`src/arith_pkg.sv`:
```
`default_nettype none

package arith_pkg;

  localparam int OPERAND_W   = 16;
  localparam int APB_AW      = 8;
  localparam int APB_DW      = 32;
  localparam int MULT_STAGES = 3;

  // Register map
  localparam logic [APB_AW-1:0] ADDR_A      = 8'h00;
  localparam logic [APB_AW-1:0] ADDR_B      = 8'h04;
  localparam logic [APB_AW-1:0] ADDR_CTRL   = 8'h08;
  localparam logic [APB_AW-1:0] ADDR_STATUS = 8'h0C;
  localparam logic [APB_AW-1:0] ADDR_RES    = 8'h10;
  localparam logic [APB_AW-1:0] ADDR_REM    = 8'h14;

  localparam int CTRL_START_BIT  = 0;
  localparam int CTRL_OP_BIT     = 1;
  localparam int STATUS_BUSY_BIT = 0;
  localparam int STATUS_DONE_BIT = 1;

  typedef logic signed [OPERAND_W-1:0] operand_t;

  typedef enum logic {
    OP_DIV = 1'b0,
    OP_MUL = 1'b1
  } op_e;

  typedef struct packed {
    logic              psel;
    logic              penable;
    logic              pwrite;
    logic [APB_AW-1:0] paddr;
    logic [APB_DW-1:0] pwdata;
  } apb_req_t;

  typedef struct packed {
    logic [APB_DW-1:0] prdata;
    logic              pready;
    logic              pslverr;
  } apb_rsp_t;

  typedef struct packed {
    op_e      op;
    operand_t a;
    operand_t b;
  } calc_req_t;

  typedef struct packed {
    operand_t quotient;
    operand_t remainder;
  } div_res_t;

endpackage

`default_nettype wire
```
`src/arith_unit.sv`:
```
`timescale 1ns/1ps
`default_nettype none

module arith_unit (
  input  logic                clk,
  input  logic                rst_n,
  input  arith_pkg::apb_req_t apb_req,
  output arith_pkg::apb_rsp_t apb_rsp
);

  logic                 busy;
  logic                 done;
  logic                 start;
  logic                 div_load;
  logic                 div_step;
  logic                 cnt_load;
  logic                 div_done;
  logic                 last;
  logic                 zero_dividend;
  logic                 mul_valid_in;
  logic                 mul_valid_out;
  arith_pkg::calc_req_t calc_req;
  arith_pkg::div_res_t  div_res;
  arith_pkg::operand_t  product;

  apb_regs apb_regs_i (
    .clk(clk), .rst_n(rst_n), .apb_req(apb_req), .apb_rsp(apb_rsp),
    .busy(busy), .done(done), .start(start), .calc_req(calc_req),
    .div_done(div_done), .div_res(div_res),
    .mul_valid_out(mul_valid_out), .product(product)
  );

  op_ctrl op_ctrl_i (
    .clk(clk), .rst_n(rst_n), .start(start), .op(calc_req.op),
    .zero_dividend(zero_dividend), .last(last), .mul_valid_out(mul_valid_out),
    .div_load(div_load), .div_step(div_step), .cnt_load(cnt_load),
    .mul_valid_in(mul_valid_in), .div_done(div_done), .busy(busy), .done(done)
  );

  iter_counter iter_counter_i (
    .clk(clk), .rst_n(rst_n), .load(cnt_load), .step(div_step), .last(last)
  );

  div_datapath div_datapath_i (
    .clk(clk), .rst_n(rst_n), .load(div_load), .step(div_step), .req(calc_req),
    .zero_dividend(zero_dividend), .res(div_res)
  );

  mult_pipe mult_pipe_i (
    .clk(clk), .rst_n(rst_n), .valid_in(mul_valid_in), .a(calc_req.a), .b(calc_req.b),
    .valid_out(mul_valid_out), .product(product)
  );

endmodule

`default_nettype wire

```
`src/apb_regs.sv`:
```
`timescale 1ns/1ps
`default_nettype none

module apb_regs (
  input  logic                 clk,
  input  logic                 rst_n,
  input  arith_pkg::apb_req_t  apb_req,
  output arith_pkg::apb_rsp_t  apb_rsp,
  input  logic                 busy,
  input  logic                 done,
  output logic                 start,
  output arith_pkg::calc_req_t calc_req,
  input  logic                 div_done,
  input  arith_pkg::div_res_t  div_res,
  input  logic                 mul_valid_out,
  input  arith_pkg::operand_t  product
);

  arith_pkg::operand_t       a_q;
  arith_pkg::operand_t       b_q;
  arith_pkg::op_e            op_q;
  arith_pkg::op_e            wr_op;
  arith_pkg::operand_t       res_q;
  arith_pkg::operand_t       rem_q;
  logic                      access;
  logic                      wr;
  logic                      rd;
  logic                      ctrl_wr;
  logic                      start_req;
  logic                      slv_err;
  logic                      ctrl_ok;
  logic [arith_pkg::APB_DW-1:0] rdata;

  function automatic logic [arith_pkg::APB_DW-1:0] sext(arith_pkg::operand_t v);
    return {{(arith_pkg::APB_DW - arith_pkg::OPERAND_W){v[arith_pkg::OPERAND_W-1]}}, v};
  endfunction

  // Access phase of a transfer; pready is tied high
  assign access = apb_req.psel && apb_req.penable;
  assign wr     = access && apb_req.pwrite;
  assign rd     = access && !apb_req.pwrite;

  assign ctrl_wr   = wr && (apb_req.paddr == arith_pkg::ADDR_CTRL);
  assign start_req = ctrl_wr && apb_req.pwdata[arith_pkg::CTRL_START_BIT];
  assign slv_err   = start_req && busy;
  assign ctrl_ok   = ctrl_wr && !slv_err;
  assign start     = start_req && !busy;

  assign wr_op = arith_pkg::op_e'(apb_req.pwdata[arith_pkg::CTRL_OP_BIT]);

  // Op comes straight from the start write itself
  always_comb begin
    calc_req.op = ctrl_ok ? wr_op : op_q;
    calc_req.a  = a_q;
    calc_req.b  = b_q;
  end

  always_ff @(posedge clk) begin
    if (!rst_n) begin
      a_q   <= '0;
      b_q   <= '0;
      op_q  <= arith_pkg::OP_DIV;
      res_q <= '0;
      rem_q <= '0;
    end else begin
      if (wr && (apb_req.paddr == arith_pkg::ADDR_A)) begin
        a_q <= apb_req.pwdata[arith_pkg::OPERAND_W-1:0];
      end
      if (wr && (apb_req.paddr == arith_pkg::ADDR_B)) begin
        b_q <= apb_req.pwdata[arith_pkg::OPERAND_W-1:0];
      end
      if (ctrl_ok) begin
        op_q <= wr_op;
      end
      // Only one operation is in flight, so the captures never collide
      if (div_done) begin
        res_q <= div_res.quotient;
        rem_q <= div_res.remainder;
      end else if (mul_valid_out) begin
        res_q <= product;
        rem_q <= '0;
      end
    end
  end

  always_comb begin
    rdata = '0;
    if (rd) begin
      case (apb_req.paddr)
        arith_pkg::ADDR_A:    rdata = sext(a_q);
        arith_pkg::ADDR_B:    rdata = sext(b_q);
        arith_pkg::ADDR_CTRL: rdata[arith_pkg::CTRL_OP_BIT] = op_q;
        arith_pkg::ADDR_STATUS: begin
          rdata[arith_pkg::STATUS_BUSY_BIT] = busy;
          rdata[arith_pkg::STATUS_DONE_BIT] = done;
        end
        arith_pkg::ADDR_RES:  rdata = sext(res_q);
        arith_pkg::ADDR_REM:  rdata = sext(rem_q);
        default:              rdata = '0;
      endcase
    end
  end

  always_comb begin
    apb_rsp.prdata  = rdata;
    apb_rsp.pready  = 1'b1;
    apb_rsp.pslverr = slv_err;
  end

endmodule

`default_nettype wire

```
`src/mult_pipe.sv`:
```
`timescale 1ns/1ps
`default_nettype none

module mult_pipe (
  input  logic                clk,
  input  logic                rst_n,
  input  logic                valid_in,
  input  arith_pkg::operand_t a,
  input  arith_pkg::operand_t b,
  output logic                valid_out,
  output arith_pkg::operand_t product
);

  arith_pkg::operand_t                    a_s1;
  arith_pkg::operand_t                    b_s1;
  logic signed [2*arith_pkg::OPERAND_W-1:0] full_s2;
  arith_pkg::operand_t                    prod_s3;
  logic [arith_pkg::MULT_STAGES-1:0]      valid_sr;

  // Data advances every cycle, no stall
  always_ff @(posedge clk) begin
    a_s1    <= a;
    b_s1    <= b;
    // Operands are sign extended to the full product width
    full_s2 <= a_s1 * b_s1;
    prod_s3 <= full_s2[arith_pkg::OPERAND_W-1:0];
  end

  always_ff @(posedge clk) begin
    if (!rst_n) begin
      valid_sr <= '0;
    end else begin
      valid_sr <= {valid_sr[arith_pkg::MULT_STAGES-2:0], valid_in};
    end
  end

  assign valid_out = valid_sr[arith_pkg::MULT_STAGES-1];
  assign product   = prod_s3;

endmodule

`default_nettype wire

```
`src/div_datapath.sv`:
```
`timescale 1ns/1ps
`default_nettype none

module div_datapath (
  input  logic                 clk,
  input  logic                 rst_n,
  input  logic                 load,
  input  logic                 step,
  input  arith_pkg::calc_req_t req,
  output logic                 zero_dividend,
  output arith_pkg::div_res_t  res
);

  logic                            a_neg;
  logic                            b_neg;
  logic                            diff_sign;
  logic [arith_pkg::OPERAND_W-1:0] a_mag;
  logic [arith_pkg::OPERAND_W-1:0] b_mag;
  logic [arith_pkg::OPERAND_W-1:0] divisor;
  logic [arith_pkg::OPERAND_W-1:0] acc;
  logic [arith_pkg::OPERAND_W-1:0] quo;
  logic [arith_pkg::OPERAND_W:0]   trial;
  logic                            fits;
  logic [arith_pkg::OPERAND_W-1:0] t0;
  logic [arith_pkg::OPERAND_W-1:0] t1;

  // Magnitudes; the most negative value maps to 2^(W-1) as unsigned
  assign a_mag = req.a[arith_pkg::OPERAND_W-1] ? -req.a : req.a;
  assign b_mag = req.b[arith_pkg::OPERAND_W-1] ? -req.b : req.b;

  // Shift the next dividend bit into the partial remainder
  assign trial = {acc, quo[arith_pkg::OPERAND_W-1]};
  assign fits  = (trial >= {1'b0, divisor});

  always_ff @(posedge clk) begin
    if (load) begin
      a_neg   <= req.a[arith_pkg::OPERAND_W-1];
      b_neg   <= req.b[arith_pkg::OPERAND_W-1];
      divisor <= b_mag;
      acc     <= '0;
      quo     <= a_mag;
    end else if (step) begin
      // Difference is below the divisor, so the low bits hold it exactly
      if (fits) begin
        acc <= trial[arith_pkg::OPERAND_W-1:0] - divisor;
      end else begin
        acc <= trial[arith_pkg::OPERAND_W-1:0];
      end
      quo <= {quo[arith_pkg::OPERAND_W-2:0], fits};
    end
  end

  always_ff @(posedge clk) begin
    if (!rst_n) begin
      zero_dividend <= 1'b0;
    end else begin
      zero_dividend <= load && (req.a == '0);
    end
  end

  assign diff_sign = a_neg ^ b_neg;

  // Remainder takes the sign of the divisor
  assign t0 = acc;
  assign t1 = (diff_sign && (t0 != '0)) ? divisor - t0 : t0;

  always_comb begin
    res.quotient  = diff_sign ? -quo : quo;
    res.remainder = b_neg ? -t1 : t1;
  end

endmodule

`default_nettype wire

```
`src/op_ctrl.sv`:
```
`timescale 1ns/1ps
`default_nettype none

module op_ctrl (
  input  logic            clk,
  input  logic            rst_n,
  input  logic            start,
  input  arith_pkg::op_e  op,
  input  logic            zero_dividend,
  input  logic            last,
  input  logic            mul_valid_out,
  output logic            div_load,
  output logic            div_step,
  output logic            cnt_load,
  output logic            mul_valid_in,
  output logic            div_done,
  output logic            busy,
  output logic            done
);

  typedef enum logic [1:0] {
    IDLE    = 2'd0,
    RUN_DIV = 2'd1,
    RUN_MUL = 2'd2
  } state_e;

  state_e state;
  logic   accept;
  logic   finish_div;
  logic   finish_mul;
  logic   complete;

  assign accept = start && (state == IDLE);

  // Launch pulses go out in the same cycle as the accepted start
  assign div_load     = accept && (op == arith_pkg::OP_DIV);
  assign cnt_load     = accept && (op == arith_pkg::OP_DIV);
  assign mul_valid_in = accept && (op == arith_pkg::OP_MUL);

  // No iterations at all for a zero dividend
  assign div_step   = (state == RUN_DIV) && !zero_dividend;
  assign finish_div = (state == RUN_DIV) && (last || zero_dividend);
  assign finish_mul = (state == RUN_MUL) && mul_valid_out;

  // Division result is final one cycle after its last step
  assign complete = div_done || finish_mul;

  always_ff @(posedge clk) begin
    if (!rst_n) begin
      state    <= IDLE;
      div_done <= 1'b0;
      busy     <= 1'b0;
      done     <= 1'b0;
    end else begin
      div_done <= finish_div;
      case (state)
        IDLE: begin
          if (div_load) begin
            state <= RUN_DIV;
          end else if (mul_valid_in) begin
            state <= RUN_MUL;
          end
        end
        RUN_DIV: if (finish_div) state <= IDLE;
        RUN_MUL: if (finish_mul) state <= IDLE;
        default: state <= IDLE;
      endcase
      // Busy spans the div_done cycle too, so no start slips in there
      if (accept) begin
        busy <= 1'b1;
        done <= 1'b0;
      end else if (complete) begin
        busy <= 1'b0;
        done <= 1'b1;
      end
    end
  end

endmodule

`default_nettype wire

```
`src/iter_counter.sv`:
```
`timescale 1ns/1ps
`default_nettype none

module iter_counter (
  input  logic clk,
  input  logic rst_n,
  input  logic load,
  input  logic step,
  output logic last
);

  // One spare bit so the full iteration count fits
  typedef logic [$clog2(arith_pkg::OPERAND_W):0] cnt_t;

  cnt_t count;

  always_ff @(posedge clk) begin
    if (!rst_n) begin
      count <= '0;
    end else if (load) begin
      count <= cnt_t'(arith_pkg::OPERAND_W);
    end else if (step) begin
      count <= count - cnt_t'(1);
    end
  end

  // Final iteration is the one taken while the count is one
  assign last = (count == cnt_t'(1));

endmodule

`default_nettype wire

```
`config.mk`:
```
export PLATFORM = sky130hd
export DESIGN_NAME = arith_unit
export DESIGN_NICKNAME = d
export VERILOG_FILES = /design/src/arith_pkg.sv /design/src/arith_unit.sv /design/src/apb_regs.sv /design/src/mult_pipe.sv /design/src/div_datapath.sv /design/src/op_ctrl.sv /design/src/iter_counter.sv
export SDC_FILE = /design/constraint.sdc
export NUM_CORES = 1
export LEC_CHECK = 0
export BUFFER_PORTS_ARGS = -buffer_cell sky130_fd_sc_hd__buf_2
export CORE_MARGIN = 10
export CORE_UTILIZATION = 30
export CTS_CLUSTER_DIAMETER = 200
export DETAILED_ROUTE_END_ITERATION = 12
export GPL_TIMING_DRIVEN = 0
export SYNTH_ARGS = -nofsm -noshare
export SYNTH_HDL_FRONTEND = slang
export SYNTH_SLANG_ARGS = --single-unit
```
`constraint.sdc`:
```
create_clock -name clk -period 7.6 [get_ports clk]
set_input_delay 0.38 -clock clk [delete_from_list [all_inputs] [get_ports clk]]
set_output_delay 0.38 -clock clk [all_outputs]
set_load 0.02 [all_outputs]
```
== Word-level counts from Yosys, hierarchy flattened ==
Cells that the tools add are included.

* Multiplexer cells: 26
* Eq/ne operators: 11
* $mul: 1
* Order comparisons: 1
* Reduce and logical (&&, ||, !) cells: 34
* Bitwise gates (word level): 3
* Add/subtract/negate cells: 7

{| class="wikitable"
|+ Operators with widths
! cell !! number
|-
| $mux W16 || 11
|-
| $pmux W30 S4 || 1
|-
| $neg A16 Y16 || 4
|-
| $mux W32 || 1
|-
| $sub A16 B16 Y16 || 2
|-
| $logic_and A1 B1 Y1 || 18
|-
| $ge A17 B16 Y1 || 1
|-
| $eq A8 B4 Y1 const B || 2
|-
| $eq A8 B5 Y1 const B || 2
|-
| $logic_not A16 Y1 || 1
|-
| $mul A16 B16 Y16 || 1
|-
| $reduce_bool A16 Y1 || 1
|-
| $mux W15 || 1
|-
| $mux W5 || 2
|-
| $eq A8 B3 Y1 const B || 1
|-
| $logic_not A8 Y1 || 1
|-
| $mux W2 || 4
|-
| $pmux W1 S6 || 1
|-
| $pmux W2 S3 || 1
|-
| $reduce_bool A2 Y1 || 3
|-
| $eq A5 B1 Y1 const B || 1
|-
| $pmux W1 S5 || 1
|-
| $sub A5 B1 Y5 const B || 1
|-
| $logic_not A1 Y1 || 4
|-
| 11 further kinds || 17
|}

* Bits of input ports: 45
* Logic and storage cells: 106
* Output and inout bits: 34
* Bits in registers: 193

== Depth between registers and ports, before layout ==
Gate-level depths: netlist of the first run.

* Depth after elaboration: 12
* Gate-level depth with buffers: 24
* Mapped depth without buffers: 23

== By module ==
Synthesis of the first run repeated with hierarchy kept, for this count alone.

* Cell total of the unflattened synthesis: 1641
* Area, all modules: 14627.8 um2

{| class="wikitable"
|+ By module, submodules not included
! module !! cells each !! instances !! area each (um2) !! seq. area each (um2)
|-
| mult_pipe || 568 || 1 || 5517.8 || 1341.3
|-
| div_datapath || 618 || 1 || 4967.3 || 1361.3
|-
| apb_regs || 406 || 1 || 3659.8 || 1301.2
|-
| iter_counter || 24 || 1 || 241.5 || 100.1
|-
| op_ctrl || 25 || 1 || 241.5 || 100.1
|}

== Least setup slack after synthesis of the first run ==
Ideal clock, no wire load.

* Kind: register to register
* From: reg mult_pipe_i.b_s1[1]
* To: reg mult_pipe_i.full_s2[15] in the netlist's numbering
* Required time: 7.477 ns
* Stages on the path, launching flop included: 18
* Library setup time: 0.123 ns
* Clock period less this slack: 5.166 ns
* Setup slack: 2.434 ns
* Data arrival time: 5.043 ns
* Path buffers: 1
* Cell sequence: dfxtp_1 clkbuf_1 nand2_1 fa_1 fa_1 inv_1 fa_1 inv_1 fa_1 fa_1 fa_1 inv_1 ha_1 inv_1 o21bai_1 a2111oi_0 nor3_1 xnor2_1

* Word-level cells in the longest chain between the ends: 1

{| class="wikitable"
|+ RTL lines
! item !! RTL line !! text
|-
| start, declared || mult_pipe.sv:15 || <nowiki>arith_pkg::operand_t b_s1;</nowiki>
|-
| start signal, assigned || mult_pipe.sv:23 || <nowiki>b_s1 <= b;</nowiki>
|-
| $mul A16 B16 Y16 || mult_pipe.sv:25 || <nowiki>full_s2 <= a_s1 * b_s1;</nowiki>
|-
| end signal, assigned || mult_pipe.sv:25 ||
|-
| end, declared || mult_pipe.sv:16 || <nowiki>logic signed [2*arith_pkg::OPERAND_W-1:0] full_s2;</nowiki>
|}

No other way between the ends.
A chain may end at the register's enable or synchronous reset.

== Final worst setup path of the first run ==
* From: reg mult_pipe_i.a_s1[0]
* To: reg mult_pipe_i.full_s2[15] in the netlist's numbering

* Word-level cells in the longest chain between the ends: 1

{| class="wikitable"
|+ RTL lines
! item !! RTL line !! text
|-
| start, declared || mult_pipe.sv:14 || <nowiki>arith_pkg::operand_t a_s1;</nowiki>
|-
| start signal, assigned || mult_pipe.sv:22 || <nowiki>a_s1 <= a;</nowiki>
|-
| $mul A16 B16 Y16 || mult_pipe.sv:25 ||
|}

No other way between the ends.

==> results of run 1 <==
-- metal layers --
layer  up-vias  part of all wire (%)
li1       5508                     -
met1      5514                    45
met2       331                    47
met3        55                   5.5
met4         0                   2.1
met5         -                     0
-- cells by family (layout without fill, tap and decap cells) --
| logic type | count (synthesis) | in the layout | synth area share (%) |
|---|---|---|---|
| mux | 54 | 54 | 4.01 |
| compound gates | 267 | 267 | 12.3 |
| fa+ha+maj | 179 | 179 | 20.2 |
| xor+xnor | 115 | 115 | 7.13 |
| other cells | 1 | 2 | 0.0266 |
| flops | 193 | 193 | 29.8 |
| buf+inv | 281 | 371 | 7.95 |
| simple gates | 518 | 518 | 18.6 |
-- area by class of cell --
cell class	count	area [µm²]	share of cell area (%)
Timing Repair Buffer	59	295	1.87
Clock buffer	18	450	2.86
Buffer	94	420	2.67
Multi-Input combinational cell	1134	8810	55.9
Inverter	187	702	4.45
Clock inverter	13	119	0.754
Sequential cell	193	4200	26.7
Antenna cell	1	2.50	0.0159
Tap cell	607	759	4.82
-- path summary, 6_finish.rpt --
path | to | cells past startpoint | from
setup / recovery | mult_pipe_i.full_s2[15] | 23 | mult_pipe_i.a_s1[0]
hold reg to reg | mult_pipe_i.product[10] | 0 | mult_pipe_i.full_s2[10]
setup reg to reg | mult_pipe_i.full_s2[15] | 23 | mult_pipe_i.a_s1[0]
hold / removal | apb_regs_i.b_q[2] | 3 | apb_req[2]
-- per-stage QoR --
step / power, mW / setup slack [ns] / utilization, % / area, µm²
6_report: 2.30 / 1.42 / 33.9 / 15800
5_1_grt: 2.39 / 1.04 / 33.8 / 15800
3_5_place_dp: 1.42 / 1.48 / 32.6 / 15200
4_1_cts: 2.30 / 1.45 / 33.8 / 15700
3_3_place_gp: 1.42 / 1.53 / 32.6 / 15200
2_1_floorplan: 1.33 / 2.43 / - / 14100
-- state kept, by name, summed over array words and instances, names as in the netlist, 2 cells and up --
| signal | flops |
|---|---|
| apb_regs_i.a_q | 16 |
| apb_regs_i.b_q | 16 |
| apb_regs_i.rem_q | 16 |
| apb_regs_i.res_q | 16 |
| div_datapath_i.acc | 16 |
| div_datapath_i.divisor | 16 |
| div_datapath_i.quo | 16 |
| mult_pipe_i.a_s1 | 16 |
| mult_pipe_i.b_s1 | 16 |
| mult_pipe_i.full_s2 | 16 |
| mult_pipe_i.product | 16 |
| iter_counter_i.count | 5 |
| mult_pipe_i.valid_sr | 3 |
| op_ctrl_i.state | 2 |
-- critical path, cell delays in order (launching register included) --
cell and delay, ns:
dfxtp_1 0.54, clkbuf_1 0.44, nand2_1 0.15, fa_1 0.53
fa_1 0.51, inv_1 0.07, ha_1 0.14, inv_1 0.05
fa_1 0.53, inv_1 0.04, ha_1 0.26, inv_1 0.05
fa_1 0.52, inv_1 0.04, ha_1 0.32, inv_1 0.06
o21bai_1 0.07, a21oi_1 0.24, o21bai_1 0.10, a21oi_1 0.24
o21bai_1 0.12, a2111oi_0 0.46, nor3_1 0.22, xnor2_1 0.34
-- cell usage in the layout, fill, tap and decap left out, types with 69 or more instances in the layout --
| cell type | count |
|---|---|
| a21oi_1 | 74 |
| and2_1 | 69 |
| clkbuf_1 | 73 |
| dfxtp_1 | 159 |
| fa_1 | 81 |
| ha_1 | 98 |
| inv_1 | 187 |
| nand2_1 | 185 |
| nor2_1 | 69 |
| xnor2_1 | 79 |
-- power by group through the flow --
stage / registers (mW) / logic (mW) / clock network, mW
after global placement: 1.10 / 0.320 / 0
after CTS: 1.07 / 0.330 / 0.899
after floorplan: 1.09 / 0.247 / 0
final: 1.08 / 0.335 / 0.890
after detailed placement: 1.10 / 0.326 / 0
after global routing: 1.08 / 0.371 / 0.941
==> flow_summary.toml, run 1 <==
[run_status]
status = "completed"

[synth]
ys_top_cells_by_count = "187 x inv_1, 185 x nand2_1, 159 x dfxtp_1"
syn_area_um2 = 14100
synth_nets = 1832
synthCells = 1608
synth_area_leaders = "dfxtp_1 23%, fa_1 11%, ha_1 8.7%, edfxtp_1 7.2%, inv_1 5.0%"
async_reset_ff_share_pct = 0
synth_ff_type = "dfxtp_1"
synth_edf_count = 34
ys_types = 65
synth_top_cell_area_share_pct = 22.5
synth_top_cell_by_area = "dfxtp_1"
ys_seq_area_share_pct = 29.8
synth_warnings = 0
synth_most_common_cell = "inv_1"
synth_seq_cells = 193
syn-mean-instance-area_um2 = 8.78

[worst_setup_path]
arrival_ns = 6.51
cp.required_ns = 7.93
path_max_fanout = 10
startpoint_type = "flip-flop"
crit_type = "reg2reg"
worst_setup_path_end_kind = "flip-flop"
r2r_slack_ns = 1.42

[run]
drv_cap = 0

[finish]
instances_no_fill = 2306
n_fill_cell = 4788
area_delta_synth_final_pct = 11.6
nets = 1910
drive_gt1_share_pct = 7.24

[global_routing]
groute.usage.overall_pct = 14.4
grt_max_degree = 22
met3_usage_pct = 1.89
grt_use_met2_pct = 23.7
grt_pass1_wl_um = 64000
grt_pass1_vias = 11200
use_met1_pct = 19.2
gr-total-overflow = 0
antenna_found_initial = 3
grt-busiest-layer = "met2"

[power]
p_clk_share_pct = 38.7
sequentialPowerShare_pct = 46.7
p_per_area_nw_per_um2 = 146
p_sw_uw = 665
vdd_drop_max_uv = 164
internal-power_mw = 1.64
leakagePower_nw = 6.67
netSwitchingFraction_pct = 28.9
p_comb_share_pct = 14.6

[timing]
fin_skew_ns = 0.00879
max_freq_mhz = 162
period_share_pct = 81.4
rsz0062_at_grt = "false"
worst_slew_margin_rel_pct = 22.0
period_minus_slack_ns = 6.18
tns_ns = 0
maxSlewViolCount = 0
tightest_slew_ns = 1.17
finalSetupViolations = 0
holdWs_ns = 0.199
hold_viol = 0

[placed_design]
place_hpwl_um = 32700
place_inst = 2274
portBuffers = 59
place_congestion = 0.886

[clock_tree]
htree_num_levels = 4
max-clock-path-buffers = 2
cts_setup_buffers = 0
path_clk_slew_ns = 0.07
cts_resized = 0
insertion_delay_ns = 0.45
ctsHoldBuffers = 0
cts_root_buf = "clkbuf_16"
numCtsBuffers = 17
cts.sinks = 193
cts_tree = "built"

[floorplan]
die_area_um2 = 56100
start_util_pct = 30.3
pin_count = 79
fp-row-count = 79
core_area_um2 = 46600
die_y_um = 237
die_w_um = 237

[routing]
ant_nets = 0
drc = 0
wl_per_cell_um = 17.8
totalWireLength_um = 41000
drt_iter0_drc = 864
firstDrtPassIters = 5
via_per_inst = 4.95
num_vias = 11400

[hold_path]
hold_path_class = "in2reg"
No activity file was read; power rests on OpenSTA's default activity.
==> run 2: changes to the inputs <==
--- a/config.mk
+++ b/config.mk
@@ -5,6 +5,7 @@
 export SDC_FILE = /design/constraint.sdc
 export NUM_CORES = 1
 export LEC_CHECK = 0
+export ABC_AREA = 1
 export BUFFER_PORTS_ARGS = -buffer_cell sky130_fd_sc_hd__buf_2
 export CORE_MARGIN = 10
 export CORE_UTILIZATION = 30
==> constraint.sdc (replaced) <==
create_clock -name clk -period 5.25 [get_ports clk]
set_input_delay 0.2625 -clock clk [delete_from_list [all_inputs] [get_ports clk]]
set_output_delay 0.2625 -clock clk [all_outputs]
set_load 0.02 [all_outputs]
==> flow_summary.toml, run 2 <==
[clock_tree]
numCtsBuffers = 17
ctsHoldBuffers = 0
insertion_delay_ns = 0.45
htree_num_levels = 4
max-clock-path-buffers = 2
path_clk_slew_ns = 0.08
cts.sinks = 193
cts_root_buf = "clkbuf_16"
cts_tree = "built"

[timing]
max_freq_mhz = 197
finalWorstSetupSlack_ns = 0.172
holdWs_ns = 0.0811
tns_ns = 0
period_minus_slack_ns = 5.08
finalSetupViolations = 0
period_share_pct = 96.7
maxSlewViolCount = 0
hold_viol = 0
worst_slew_margin_rel_pct = 40.6
rsz0062_at_grt = "true"
tightest_slew_ns = 0.891
fin_skew_ns = 0.0200

[synth]
synth_warnings = 0
synth_top_cell_by_area = "dfxtp_1"
ys_seq_area_share_pct = 29.3
synth_area_leaders = "dfxtp_1 22%, nand2_1 12%, fa_1 11%, ha_1 8.5%, inv_1 8.4%"
syn_area_um2 = 14400
async_reset_ff_share_pct = 0
syn-mean-instance-area_um2 = 7.57
synthCells = 1898
synth_nets = 2122
synth_top_cell_area_share_pct = 22.2
synth_edf_count = 34
synth_seq_cells = 193
synth_ff_type = "dfxtp_1"
ys_types = 60
ys_top_cells_by_count = "448 x nand2_1, 321 x inv_1, 159 x dfxtp_1"
synth_most_common_cell = "nand2_1"

[hold_path]
min_to = "apb_regs_i.b_q[12]"
hold_path_class = "in2reg"
hp-start = "apb_req[12]"
hold_depth = 3

[worst_setup_path]
r2r-end = "mult_pipe_i.full_s2[15]"
arrival_ns = 5.43
startpoint_type = "flip-flop"
path_max_fanout = 9
r2r-start = "mult_pipe_i.b_s1[2]"
crit_type = "reg2reg"
worst_setup_path_end_kind = "flip-flop"
cp.required_ns = 5.60
critPathLaunch = "mult_pipe_i.b_s1[2]"
r2r_slack_ns = 0.17
rr_worst_depth = 25

[global_routing]
grt-busiest-layer = "met2"
grt_use_met2_pct = 25.2
groute.usage.overall_pct = 14.9
antenna_found_initial = 0
gr-total-overflow = 0
use_met1_pct = 18.7
grt_max_degree = 26
grt_pass1_vias = 12300
met3_usage_pct = 2.52
grt_pass1_wl_um = 67300

[floorplan]
fp-row-count = 80
die_area_um2 = 57000
die_y_um = 239
core_area_um2 = 47500
pin_count = 79
die_w_um = 239
start_util_pct = 30.2

[placed_design]
place_hpwl_um = 34400
dp_slack_ns = -0.790
place_congestion = 0.947
portBuffers = 61
post_dp_cell_area_um2 = 15400

[routing]
num_vias = 12500
totalWireLength_um = 42300
drc = 0
via_per_inst = 4.78
wl_per_cell_um = 16.2
drt_iter0_drc = 999
ant_nets = 0
firstDrtPassIters = 6

[power]
leakagePower_nw = 7.92
netSwitchingFraction_pct = 30.7
p_per_area_nw_per_um2 = 210
p_sw_mw = 1.06
internal-power_mw = 2.40
sequentialPowerShare_pct = 44.5
p_comb_share_pct = 15.5
vdd_drop_max_uv = 233
p_clk_share_pct = 39.9

[finish]
drive_gt1_share_pct = 13.1
post-route-cell-area_um2 = 16400
final_common_cell = "nand2_1"
nets = 2209
area_delta_synth_final_pct = 14.5
mostFrequentLayoutCells = "443 x nand2_1, 319 x inv_1, 143 x dfxtp_1, 98 x nor2_1, 96 x a21oi_1"
diodes = 0

[run]
drv_cap = 0

[run_status]
status = "completed"
[run 2: cell families after synthesis]
group	share of synthesized area, %
AOI/OAI and AO/OA	10.5
xor gates and xnor gates	6.10
adders and majority gates	19.8
buffers and inverters	12.1
DFF	29.3
muxes	0.157
other	0.0261
and+or+nand+nor	22.0
[run 2: through the flow]
stage | util (%) | power [mW] | instances
3_3_place_gp | 32.5 | 2.11 | 2574
2_1_floorplan | - | 1.97 | 1898
6_report | 34.6 | 3.46 | 2613
4_1_cts | 34.3 | 3.47 | 2605
5_1_grt | 34.6 | 3.60 | 2613
3_5_place_dp | 32.5 | 2.11 | 2574
[run 2: what timing repair did]
item	4_1_cts	5_1_grt
endpoints found under the setup margin	6	3
setup buffers	6	10
pin swaps	10	28
resized for setup	58	36
[run 2: power groups by stage]
stage               Clock, mW  Sequential [mW]  Combinational [mW]
global placement            0             1.58               0.529
detailed placement          0             1.58               0.533
floorplan                   0             1.57               0.394
global route             1.45             1.54               0.604
finish                   1.38             1.54               0.537
CTS                      1.39             1.54               0.536
[run 2: worst max-delay path by stage]
| stage | end | slack, ns | depth (start not counted) |
|---|---|---|---|
| after global routing | mult_pipe_i.full_s2[15] | -0.07 | 23 |
| after CTS | mult_pipe_i.full_s2[15] | 0.009 | 23 |
| final | mult_pipe_i.full_s2[15] | 0.17 | 25 |
| after detailed placement | mult_pipe_i.full_s2[15] | -0.79 | 25 |
| after global placement | mult_pipe_i.full_s2[15] | -0.78 | 25 |
| after floorplan | mult_pipe_i.full_s2[15] | 0.14 | 21 |
[run 2: metal layers]
metal | up-vias | share of wire (%)
li1 | 6142 | -
met1 | 5905 | 43
met2 | 374 | 47
met3 | 82 | 6.1
met4 | 0 | 3.9
met5 | - | 0
[run 2: critical path: stages (launching register included)]
cell      delay [ns]
dfxtp_4         0.36
buf_8           0.14
buf_4           0.13
nand2_1         0.06
fa_1            0.43
fa_1            0.50
fa_1            0.54
inv_2           0.05
ha_4            0.23
fa_1            0.54
inv_1           0.05
fa_1            0.48
inv_1           0.07
ha_4            0.27
a21oi_2         0.13
o21ai_2         0.07
nor2_2          0.09
nor2_2          0.05
nor2_1          0.14
o21bai_1        0.11
nand2_1         0.08
nand2_2         0.08
a21oi_4         0.21
inv_1           0.06
nand2_1         0.06
nand2_1         0.05
[run 2: cell type report]
class | count | area, µm²
Inverter | 343 | 1310
Buffer | 74 | 478
Multi-Input combinational cell | 1279 | 8580
Clock buffer | 17 | 425
Fill cell | 4951 | 31100
Tap cell | 615 | 769
Sequential cell | 193 | 4250
Timing Repair Buffer | 77 | 425
Clock inverter | 15 | 209
==> run 3: changes to the inputs <==
==> constraint.sdc (replaced) <==
create_clock -name clk -period 5.25 [get_ports clk]
set_input_delay 1.575 -clock clk [delete_from_list [all_inputs] [get_ports clk]]
set_output_delay 1.575 -clock clk [all_outputs]
set_load 0.02 [all_outputs]
==> flow_summary.toml, run 3 (synthesized netlist as in run 2, its figures left out) <==
[floorplan]
pin_count = 79
core_area_um2 = 47500
die_area_um2 = 57000
die_w_um = 239
die_y_um = 239
fp-row-count = 80
start_util_pct = 30.2

[routing]
ant_nets = 0
wl_per_cell_um = 16.2
drc = 0
drt_iter0_drc = 1040
firstDrtPassIters = 5
via_per_inst = 4.75
num_vias = 12400
totalWireLength_um = 42500

[finish]
area_delta_synth_final_pct = 15.1
nets = 2214
instances_no_fill = 2618
mostFrequentLayoutCells = "445 x nand2_1, 316 x inv_1, 144 x dfxtp_1, 98 x nor2_1, 96 x a21oi_1"
diodes = 0
multi_input_area_um2 = 8620
drive_gt1_share_pct = 13.6
regArea_um2 = 4250
final_common_cell = "nand2_1"
fin_util_pct = 34.8
n_fill_cell = 4935

[power]
vdd_drop_max_uv = 225
leakagePower_nw = 7.92
p_per_area_nw_per_um2 = 210
internal-power_mw = 2.40
p_clk_share_pct = 40.0
p_comb_share_pct = 15.6
p_sw_mw = 1.07
netSwitchingFraction_pct = 30.8
sequentialPowerShare_pct = 44.4

[global_routing]
grt_pass1_wl_um = 66700
grt_max_degree = 26
grt_pass1_vias = 12200
groute.usage.overall_pct = 14.8
gr-total-overflow = 0
antenna_found_initial = 2

[timing]
max_freq_mhz = 194
period_minus_slack_ns = 5.16
period_share_pct = 98.2
rsz0062_at_grt = "true"
hold_viol = 0
fin_skew_ns = 0.0207
finalSetupViolations = 0
worst_slew_margin_rel_pct = 55.2
tightest_slew_ns = 0.673
tns_ns = 0
maxSlewViolCount = 0

[worst_setup_path]
path_max_fanout = 7
startpoint_type = "flip-flop"
cpPeakStageDelay_ns = 0.54
arrival_ns = 5.50
cp.required_ns = 5.59
worst_setup_path_end_kind = "flip-flop"
crit_type = "reg2reg"
path_cells = "nand2_1 > inv_1 > fa_1 > inv_1 > fa_1 > fa_1 > inv_1 > ha_4 > fa_1 > inv_1 > fa_1 > inv_2 > ha_4 > nand2_2 > nor3_2 > nor2_1 > nor2_2 > nor2_1 > o21bai_1 > nand2_1 > nand2_2 > a21oi_4 > nand3_1 > nand2_1"
cp_common_cell = "fa_1"
crit_slowest_cell = "fa_1"

[placed_design]
place_hpwl_um = 34300
portBuffers = 61
place_congestion = 0.925
place_inst = 2574

[run]
drv_cap = 0

[hold_path]
hold_path_class = "reg2reg"

[clock_tree]
cts.sinks = 193
ctsHoldBuffers = 0
cts_tree = "built"
insertion_delay_ns = 0.45
numCtsBuffers = 17
path_clk_slew_ns = 0.09
cts_root_buf = "clkbuf_16"
htree_num_levels = 4
max-clock-path-buffers = 2

[run_status]
status = "completed"
-- run 3: worst max-delay path, delay by kind of cell, from the launching register on --
family          cells  cell delay [ns]
buf+inv             5             0.29
compound gates      2             0.30
flops               1             0.40
simple gates       10             0.93
fa+ha+maj           7             3.13
-- run 3: final cells by class --
type | instances | share of cell area, %
plain buffers | 75 | 2.93
clock buffers | 17 | 2.57
clock inverters | 15 | 1.22
inverters | 343 | 7.89
multi-input cells | 1279 | 52.1
flip-flops and latches | 193 | 25.7
well taps | 615 | 4.65
repair buffers | 81 | 2.91
-- run 3: final timing paths --
| path | start | endpoint | slack, ns | cells after the start |
|---|---|---|---|---|
| hold / removal | mult_pipe_i.full_s2[3] | mult_pipe_i.product[3] | 0.32 | 0 |
| setup / recovery | mult_pipe_i.b_s1[4] | mult_pipe_i.full_s2[15] | 0.09 | 24 |
| hold reg to reg | mult_pipe_i.full_s2[3] | mult_pipe_i.product[3] | 0.32 | 0 |
| setup reg to reg | mult_pipe_i.b_s1[4] | mult_pipe_i.full_s2[15] | 0.09 | 24 |
-- run 3: timing repair --
action | 4_1_cts | 5_1_grt
setup buffers | 1 | 19
pin swaps | 3 | 25
endpoints found under the setup margin | 33 | 30
resized for setup | 40 | 66
-- run 3: power by group through the flow --
stage                     logic, mW  clock network, mW  registers, mW
after global placement        0.530                  0           1.58
final                         0.542               1.39           1.54
after floorplan               0.394                  0           1.57
after CTS                     0.539               1.40           1.54
after detailed placement      0.535                  0           1.58
after global routing          0.607               1.46           1.54
-- run 3: stage by stage --
step           hold slack [ns]  setup slack, ns  power [mW]  instance area (µm²)
6_report                 0.320           0.0927        3.47                16500
4_1_cts                  0.322           -0.200        3.48                16200
3_5_place_dp             0.313           -0.812        2.11                15400
5_1_grt                  0.329           -0.150        3.61                16500
3_3_place_gp             0.312           -0.814        2.11                15400
2_1_floorplan            0.310            0.141        1.97                14400
-- run 3: layer usage --
layer | global-route usage [%] | share of wire (%)
met5 | 0 | 0
met4 | 4.80 | 2.6
met3 | 2.07 | 5.4
met2 | 25.2 | 48
met1 | 18.9 | 44
